## src/aluDataPkg.sv

```systemverilog
// Data path widths for the pipelined ALU
// Real designs set the width per instance, the values here are only defaults

package aluDataPkg;

  //////////////////////////////////////////////////////////////////////
  // Width defaults
  //////////////////////////////////////////////////////////////////////

  // MIPS style word, overridable by the top level parameter
  localparam int defaultWidth = 32;

  // Operand and result word at the default width
  // Testbench side mostly, RTL uses its own width parameter
  typedef logic [defaultWidth-1:0] word;

endpackage

```

## src/aluCtrlPkg.sv

```systemverilog
// Control code encoding of the ALU, MIPS funct style
// Code width is fixed at 4 bits, unlisted codes are flagged illegal

package aluCtrlPkg;

  //////////////////////////////////////////////////////////////////////
  // Control code type and operation codes
  //////////////////////////////////////////////////////////////////////

  typedef logic [3:0] ctrlCode;   // Fixed, not tied to data width

  // Logic unit codes
  localparam ctrlCode ctrlAnd = 4'b0000;
  localparam ctrlCode ctrlOr  = 4'b0001;
  localparam ctrlCode ctrlNor = 4'b1100;

  // Arithmetic unit codes
  localparam ctrlCode ctrlAdd = 4'b0010;
  localparam ctrlCode ctrlSub = 4'b0110;   // Inverted b plus carry in
  localparam ctrlCode ctrlSlt = 4'b0111;   // Signed compare, same adder as sub

endpackage

```

## src/aluOperandIf.sv

```systemverilog
// Operand bundle from the top level to both execution units
// No back-pressure, fields only meaningful while valid is high

`timescale 1ns/10ps

interface aluOperandIf
#(
  parameter int width = aluDataPkg::defaultWidth
);

  logic                valid;     // Single cycle strobe
  logic [width-1:0]    a;         // First operand
  logic [width-1:0]    b;         // Second operand
  aluCtrlPkg::ctrlCode control;   // Operation select

  // Top level side
  modport source
  (
    output valid, a, b, control
  );

  // Execution unit side, shared by both units
  modport unit
  (
    input valid, a, b, control
  );

endinterface

```

## src/aluUnitResultIf.sv

```systemverilog
// One execution unit's registered answer toward the merge stage
// Fields follow valid by zero cycles, claim marks a recognised control code

`timescale 1ns/10ps

interface aluUnitResultIf
#(
  parameter int width = aluDataPkg::defaultWidth
);

  logic             valid;      // Input strobe delayed by one clock
  logic             claim;      // Unit owns this operation
  logic [width-1:0] result;
  logic             cout;       // Carry out of top bit
  logic             overflow;   // Signed overflow

  // Unit side
  modport producer
  (
    output valid, claim, result, cout, overflow
  );

  // Merge stage side
  modport consumer
  (
    input valid, claim, result, cout, overflow
  );

endinterface

```

## src/aluLogicUnit.sv

```systemverilog
// Bitwise AND, OR and NOR, one register stage
// Carry and overflow are never set by this unit

`timescale 1ns/10ps

module aluLogicUnit
#(
  parameter int width = aluDataPkg::defaultWidth
)
(
  input logic              clk,
  input logic              arstN,
  aluOperandIf.unit        opIn,
  aluUnitResultIf.producer resOut
);

  typedef logic [width-1:0] dataT;

  logic hit;          // Code is one of ours
  dataT nextResult;   // Bitwise answer before the register

  // Decode and compute in one go
  always_comb
  begin
    hit        = 1'b1;
    nextResult = '0;
    case (opIn.control)
      aluCtrlPkg::ctrlAnd: nextResult = opIn.a & opIn.b;
      aluCtrlPkg::ctrlOr:  nextResult = opIn.a | opIn.b;
      aluCtrlPkg::ctrlNor: nextResult = ~(opIn.a | opIn.b);
      default:             hit        = 1'b0;   // Not ours, result stays zero
    endcase
  end

  //////////////////////////////////////////////////////////////////////
  // Output register
  //////////////////////////////////////////////////////////////////////

  always_ff @(posedge clk or negedge arstN)
  begin
    if (!arstN)
    begin
      resOut.valid  <= 1'b0;
      resOut.claim  <= 1'b0;
      resOut.result <= '0;
    end
    else
    begin
      resOut.valid <= opIn.valid;   // Strobe delayed one clock
      if (opIn.valid)               // Sample only on the strobe
      begin
        resOut.claim  <= hit;
        resOut.result <= nextResult;
      end
    end
  end

  // No carry chain here
  assign resOut.cout     = 1'b0;
  assign resOut.overflow = 1'b0;

endmodule

```

## src/aluArithUnit.sv

```systemverilog
// ADD, SUB and signed SLT on one shared adder, one register stage
// SLT returns 0 or 1 in bit 0 and clears carry and overflow

`timescale 1ns/10ps

module aluArithUnit
#(
  parameter int width = aluDataPkg::defaultWidth
)
(
  input logic              clk,
  input logic              arstN,
  aluOperandIf.unit        opIn,
  aluUnitResultIf.producer resOut
);

  typedef logic [width-1:0] dataT;
  typedef logic [width:0]   sumT;    // Extra bit holds the carry out

  logic isAdd;
  logic isSub;
  logic isSlt;
  logic hit;
  logic invertB;       // Subtract path, also used by SLT
  dataT bOperand;      // b or its complement
  sumT  sum;
  logic sumOvf;        // Signed overflow of the raw sum
  logic lessThan;
  dataT nextResult;
  logic nextCout;
  logic nextOvf;

  // Decode
  assign isAdd   = (opIn.control == aluCtrlPkg::ctrlAdd);
  assign isSub   = (opIn.control == aluCtrlPkg::ctrlSub);
  assign isSlt   = (opIn.control == aluCtrlPkg::ctrlSlt);
  assign hit     = isAdd | isSub | isSlt;
  assign invertB = isSub | isSlt;

  //////////////////////////////////////////////////////////////////////
  // Shared adder
  //////////////////////////////////////////////////////////////////////

  assign bOperand = invertB ? ~opIn.b : opIn.b;
  assign sum      = {1'b0, opIn.a} + {1'b0, bOperand} + sumT'(invertB);   // Carry in on sub

  // Same operand signs but sum sign differs
  assign sumOvf   = (opIn.a[width-1] == bOperand[width-1]) &&
                    (sum[width-1] != opIn.a[width-1]);
  assign lessThan = sum[width-1] ^ sumOvf;   // True sign of a - b

  // Result select
  always_comb
  begin
    nextResult = '0;
    nextCout   = 1'b0;
    nextOvf    = 1'b0;
    if (isSlt)
    begin
      nextResult = {{(width-1){1'b0}}, lessThan};   // Flags stay clear
    end
    else if (isAdd || isSub)
    begin
      nextResult = sum[width-1:0];
      nextCout   = sum[width];     // For sub, 1 means no borrow
      nextOvf    = sumOvf;
    end
  end

  //////////////////////////////////////////////////////////////////////
  // Output register
  //////////////////////////////////////////////////////////////////////

  always_ff @(posedge clk or negedge arstN)
  begin
    if (!arstN)
    begin
      resOut.valid    <= 1'b0;
      resOut.claim    <= 1'b0;
      resOut.result   <= '0;
      resOut.cout     <= 1'b0;
      resOut.overflow <= 1'b0;
    end
    else
    begin
      resOut.valid <= opIn.valid;
      if (opIn.valid)
      begin
        resOut.claim    <= hit;
        resOut.result   <= nextResult;   // Zero when not ours
        resOut.cout     <= nextCout;
        resOut.overflow <= nextOvf;
      end
    end
  end

endmodule

```

## src/aluResultMerge.sv

```systemverilog
// Second pipeline stage, picks the claiming unit and registers the outputs
// Relies on claim bits only, an operation claimed by no unit is illegal

`timescale 1ns/10ps

module aluResultMerge
#(
  parameter int width = aluDataPkg::defaultWidth
)
(
  input  logic             clk,
  input  logic             arstN,
  aluUnitResultIf.consumer logicRes,
  aluUnitResultIf.consumer arithRes,
  output logic             outValid,
  output logic [width-1:0] result,
  output logic             cout,
  output logic             overflow,
  output logic             zero,
  output logic             illegalOp
);

  typedef logic [width-1:0] dataT;

  logic logicHit;   // Claim qualified by the unit's strobe
  logic arithHit;
  dataT selResult;
  logic selCout;
  logic selOvf;
  logic selIllegal;

  assign logicHit = logicRes.valid & logicRes.claim;
  assign arithHit = arithRes.valid & arithRes.claim;

  // Claims are disjoint, the logic unit simply wins the tie
  always_comb
  begin
    selResult  = '0;
    selCout    = 1'b0;
    selOvf     = 1'b0;
    selIllegal = 1'b0;
    if (logicHit)
    begin
      selResult = logicRes.result;
      selCout   = logicRes.cout;
      selOvf    = logicRes.overflow;
    end
    else if (arithHit)
    begin
      selResult = arithRes.result;
      selCout   = arithRes.cout;
      selOvf    = arithRes.overflow;
    end
    else
      selIllegal = 1'b1;   // Nobody knows this code
  end

  // Output register, loads on the stage strobe only
  always_ff @(posedge clk or negedge arstN)
  begin
    if (!arstN)
    begin
      outValid  <= 1'b0;
      result    <= '0;
      cout      <= 1'b0;
      overflow  <= 1'b0;
      zero      <= 1'b0;
      illegalOp <= 1'b0;
    end
    else
    begin
      outValid <= logicRes.valid;   // Two clocks after inValid
      if (logicRes.valid)
      begin
        result    <= selResult;
        cout      <= selCout;
        overflow  <= selOvf;
        zero      <= (selResult == '0);   // Also set on illegal codes
        illegalOp <= selIllegal;
      end
    end
  end

endmodule

```

## src/alu32.sv

```systemverilog
// Two-stage ALU top, one operation per clock, result 2 clocks after inValid
// No back-pressure, width must be 2 or more

`timescale 1ns/10ps

module alu32
#(
  parameter int width = aluDataPkg::defaultWidth
)
(
  input  logic                clk,
  input  logic                arstN,
  input  logic                inValid,
  input  logic [width-1:0]    a,
  input  logic [width-1:0]    b,
  input  aluCtrlPkg::ctrlCode control,
  output logic                outValid,
  output logic [width-1:0]    result,
  output logic                cout,
  output logic                overflow,
  output logic                zero,
  output logic                illegalOp
);

  //////////////////////////////////////////////////////////////////////
  // Internal buses
  //////////////////////////////////////////////////////////////////////

  aluOperandIf    #(.width(width)) opBus ();      // Source side driven here
  aluUnitResultIf #(.width(width)) logicRes ();
  aluUnitResultIf #(.width(width)) arithRes ();

  // Operands go straight to both units, no input register
  assign opBus.valid   = inValid;
  assign opBus.a       = a;
  assign opBus.b       = b;
  assign opBus.control = control;

  //////////////////////////////////////////////////////////////////////
  // Stage 1, units side by side
  //////////////////////////////////////////////////////////////////////

  aluLogicUnit #(.width(width)) uLogic
  (
    .clk    (clk),
    .arstN  (arstN),
    .opIn   (opBus.unit),
    .resOut (logicRes.producer)
  );

  aluArithUnit #(.width(width)) uArith
  (
    .clk    (clk),
    .arstN  (arstN),
    .opIn   (opBus.unit),
    .resOut (arithRes.producer)
  );

  // Stage 2, merge and flags
  aluResultMerge #(.width(width)) uMerge
  (
    .clk       (clk),
    .arstN     (arstN),
    .logicRes  (logicRes.consumer),
    .arithRes  (arithRes.consumer),
    .outValid  (outValid),
    .result    (result),
    .cout      (cout),
    .overflow  (overflow),
    .zero      (zero),
    .illegalOp (illegalOp)
  );

endmodule

```

## config.mk

```make
export PLATFORM = sky130hd
export DESIGN_NAME = alu32
export DESIGN_NICKNAME = d
export VERILOG_FILES = /design/src/aluDataPkg.sv /design/src/aluCtrlPkg.sv /design/src/aluOperandIf.sv /design/src/aluUnitResultIf.sv /design/src/aluLogicUnit.sv /design/src/aluArithUnit.sv /design/src/aluResultMerge.sv /design/src/alu32.sv
export SDC_FILE = /design/constraint.sdc
export NUM_CORES = 1
export LEC_CHECK = 0
export BUFFER_PORTS_ARGS = -buffer_cell sky130_fd_sc_hd__buf_4
export CAP_MARGIN = 10
export CORE_MARGIN = 2
export CORE_UTILIZATION = 61
export DETAILED_ROUTE_END_ITERATION = 10
export PLACE_DENSITY = 0.85
export RECOVER_POWER = 100
export SETUP_SLACK_MARGIN = 0.15
export SLEW_MARGIN = 20
export SYNTH_ARGS = -nofsm -noshare
export SYNTH_HDL_FRONTEND = slang
export SYNTH_SLANG_ARGS = --single-unit
```

## constraint.sdc

```tcl
create_clock -name clk -period 2.2 [get_ports clk]
set_input_delay 0.33 -clock clk [delete_from_list [all_inputs] [get_ports clk]]
set_output_delay 0.33 -clock clk [all_outputs]
set_load 0.05 [all_outputs]
```

==> run summary <==
Min cycle time layout - 3.11 ns
Adder-cell share of the synthesized area - 0.108
CTS tree - yes
First-pass GRT wire length - 39,500 µm
Fin worst setup slack - -0.909 ns
Combinational fraction of design power - 0.411
Buffers on Ports - 107
Clk_skew - 0.0107 ns
Post-DP HPWL - 16,900 µm
Vias per cell - 7.16
Area fraction in compound gates after synthesis - 0.238
RSZ-0062 raised after global routing - yes
Most frequent cells in the layout - buf_4, nor2_1, dfrtp_1
Worst reg2reg path startpoint - uLogic.resOut.result[29]
Req. time, crit path - 2.42 ns
CP bufs+invs - 5
Crit path from - control[3]
Worst Path Arrival - 3.33 ns
Synthesized area per cell - 9.00 µm²
Clock-pin slew on the worst setup and hold paths - 0.08 ns
#FFs+latches synth - 106
Cells on worst reg2reg path - 5
Synthesis warning total - 0
Layout cells sized above 1 - 0.371
Synthesized area - 6880 µm²
Remaining DRCs - 0
Critical path capture point type - register
Peak VDD IR - 0.811 mV
I/O pins - 108
Slew margin rel. - 0.391
Synthesized Nets - 869
Row cnt - 38
HP Class - input port to register
Max Root-Sink Buffers - 2
Synthesis-to-finish area growth - 44.9%
Hold Path Origin - a[31]
Crit-path cells - buf_6 > nand3b_1 > buf_6 > buf_4 > xnor2_1 > ha_1 > a21o_1 > a221o_1 > a221oi_4 > buf_6 > a2bb2oi_4 > buf_4 > o21ai_2 > nor2_1 > xor2_1 > o2bb2ai_1
Most common cell after layout, fill and taps aside - buf_4
Nets - 1,120
Power Dens Cells - 701 nW/µm²
CP top delay family - compound AO/OA/AOI/OAI gates
Post-route ant nets - 0
LEAKAGE - 0.00457 µW
Routed wire length - 29,600 µm
FMAX - 0.322 GHz
Max Cap Viol - 0
Largest family of logic cells by synthesized area - compound AO/OA/AOI/OAI gates
Worst-Margin Slew - 0.913 ns
Core Box Area - 10,900 µm²
CTS sink count - 106
Clock power frac - 0.260
Grt ovf - 0
Synthesized instance count - 764
Initial antenna violation count - 2
Drt initial violations - 1,447
Initial cell density of the core - 0.629
Max-slew violations - 0
Post-synth EDFFs - 0
Proportion of synthesized area in mux cells - 0.00309
Final cell area excluding filler cells - 9960 µm²
Top Registers - uArith.resOut.result x32, uLogic.resOut.result x32, uMerge.result x32
Internal power - 4430 µW
Sw Ratio - 0.366
Pre-antenna DRT Iters - 7
Clk_lat worst skew - 0.35 ns
Final Hold Vio Count - 0
Simple-gate area share of the yosys netlist - 0.154
Flop pwr share - 0.329
Worst path slowest cell - a221o_1
Via count - 8,325
Xor-xnor portion of the synthesized cell area - 0.0764
Crit-path most repeated cell - buf_6
Sequential-to-total area share from yosys stat - 0.386
Placed Area - 8950 µm²
H-tree depth - 3
Synth async-reset ratio - 1.00
Switching power total - 2550 µW
Root Buffer Master - clkbuf_16
Hold depth - 3
Failing checks - negative setup slack
Critical path's largest stage delay - 0.41 ns
GPL Wtd Cong - 1.01
Primary FF master, synth - dfrtp_1
Distinct cells, synth - 61
Crit path kind - input port to register
Run status - finished with violations
Cell depth of the worst setup path - 16
GRT Total Usage - 0.432
CTS buffer count - 9
Avg WL per Cell - 25.5 µm
Crit path max fanout - 7
Tcrit/Tclk final - 1.41
DIE HEIGHT - 110 µm
Largest net degree at the start of global routing - 60
Chip width - 110 µm
Total power - 6990 µW
Vias in the first global route - 7,350
Setup violators final - 31
Startpoint Class - input port
Die area - 12,100 µm²
per-stage QoR:
step,worst slack (ns),util,hold slack [ns],setup TNS (ns),cells
finish,-0.909,0.911,0.422,-20.17,1162
global route,-1.05,0.911,0.435,-22.35,1160
CTS,-0.671,0.880,0.390,-13.06,1147
detailed placement,-1.14,0.818,0.293,-26.40,1120
global placement,-1.01,0.818,0.280,-23.69,1120
floorplan,-0.837,-,0.0344,-16.16,764
logic make-up (layout without fill, tap and decap cells):
group / after synthesis / count (layout)
adder cells (fa/ha/maj): 65 / 65
AO/OA/AOI/OAI: 225 / 225
multiplexers: 2 / 2
XOR/XNOR: 60 / 60
buffers and inverters: 65 / 321
other: 0 / 2
AND/OR/NAND/NOR: 241 / 241
flip-flops: 106 / 106
metal layers:
metal,wire length (µm),GRT usage,vias to the layer above
met5,38,0,-
met1,10100,0.569,3863
met4,2260,0.196,4
met2,12900,0.676,869
li1,-,-,3303
met3,4330,0.103,286
final timing paths:
check / end / slack [ns]
max: uArith.resOut.result[28] / -0.91
min: uArith.resOut.overflow / 0.42
max reg2reg: uMerge.zero / 0.33
min reg2reg: uMerge.result[24] / 0.53
max in group asynchronous: uLogic.resOut.result[2] / 1.16
min in group asynchronous: uMerge.result[30] / 0.46
power by group through the flow:
| stage | Sequential, µW | Clock (µW) | Combinational [µW] |
|---|---|---|---|
| 6_report | 2300 | 1820 | 2870 |
| 4_1_cts | 2270 | 1790 | 2510 |
| 3_5_place_dp | 2300 | 0 | 2290 |
| 5_1_grt | 2300 | 1880 | 2970 |
| 2_1_floorplan | 2500 | 0 | 1060 |
| 3_3_place_gp | 2280 | 0 | 2220 |
synthesized netlist by cell type (5+ instances only):
master | number | share of area
a21o_1 | 11 | 0.012
a21oi_1 | 62 | 0.045
a221oi_1 | 33 | 0.042
a22oi_1 | 32 | 0.035
a31oi_1 | 5 | 0.0045
and3_1 | 7 | 0.0064
clkbuf_1 | 43 | 0.023
dfrtp_1 | 106 | 0.39
ha_1 | 33 | 0.060
inv_1 | 18 | 0.0098
maj3_1 | 31 | 0.045
nand2_1 | 28 | 0.015
nand3_1 | 13 | 0.0095
nor2_1 | 150 | 0.082
nor3_1 | 9 | 0.0065
nor4_1 | 14 | 0.013
o21a_1 | 5 | 0.0055
o21ai_0 | 8 | 0.0058
o21ai_1 | 10 | 0.0073
o21bai_1 | 5 | 0.0055
o2bb2ai_1 | 23 | 0.029
o31ai_1 | 5 | 0.0055
xnor2_1 | 51 | 0.065
xor2_1 | 9 | 0.011
cell type report:
type	instances	area (µm²)
multi-input cells	593	4460
flip-flops and latches	106	2660
repair buffers	286	2260
fillers	429	971
clock buffers	11	253
well taps	140	175
clock inverters	5	85.1
inverters	19	71.3
diodes	2	5.00
repair_timing:
action                                  4_1_cts  5_1_grt
buffers inserted                              9       13
pin swaps                                    25       34
resized for setup                            45       41
endpoints found under the hold margin        30        0
cloned                                        1        0
hold buffers                                  1        0
endpoints found under the setup margin       31       32
tightest hold or removal path, cell delays in order:
cell and delay, ns:
buf_4 0.12, xor2_1 0.09, o41ai_2 0.20
(Power assumes the default switching activity.)
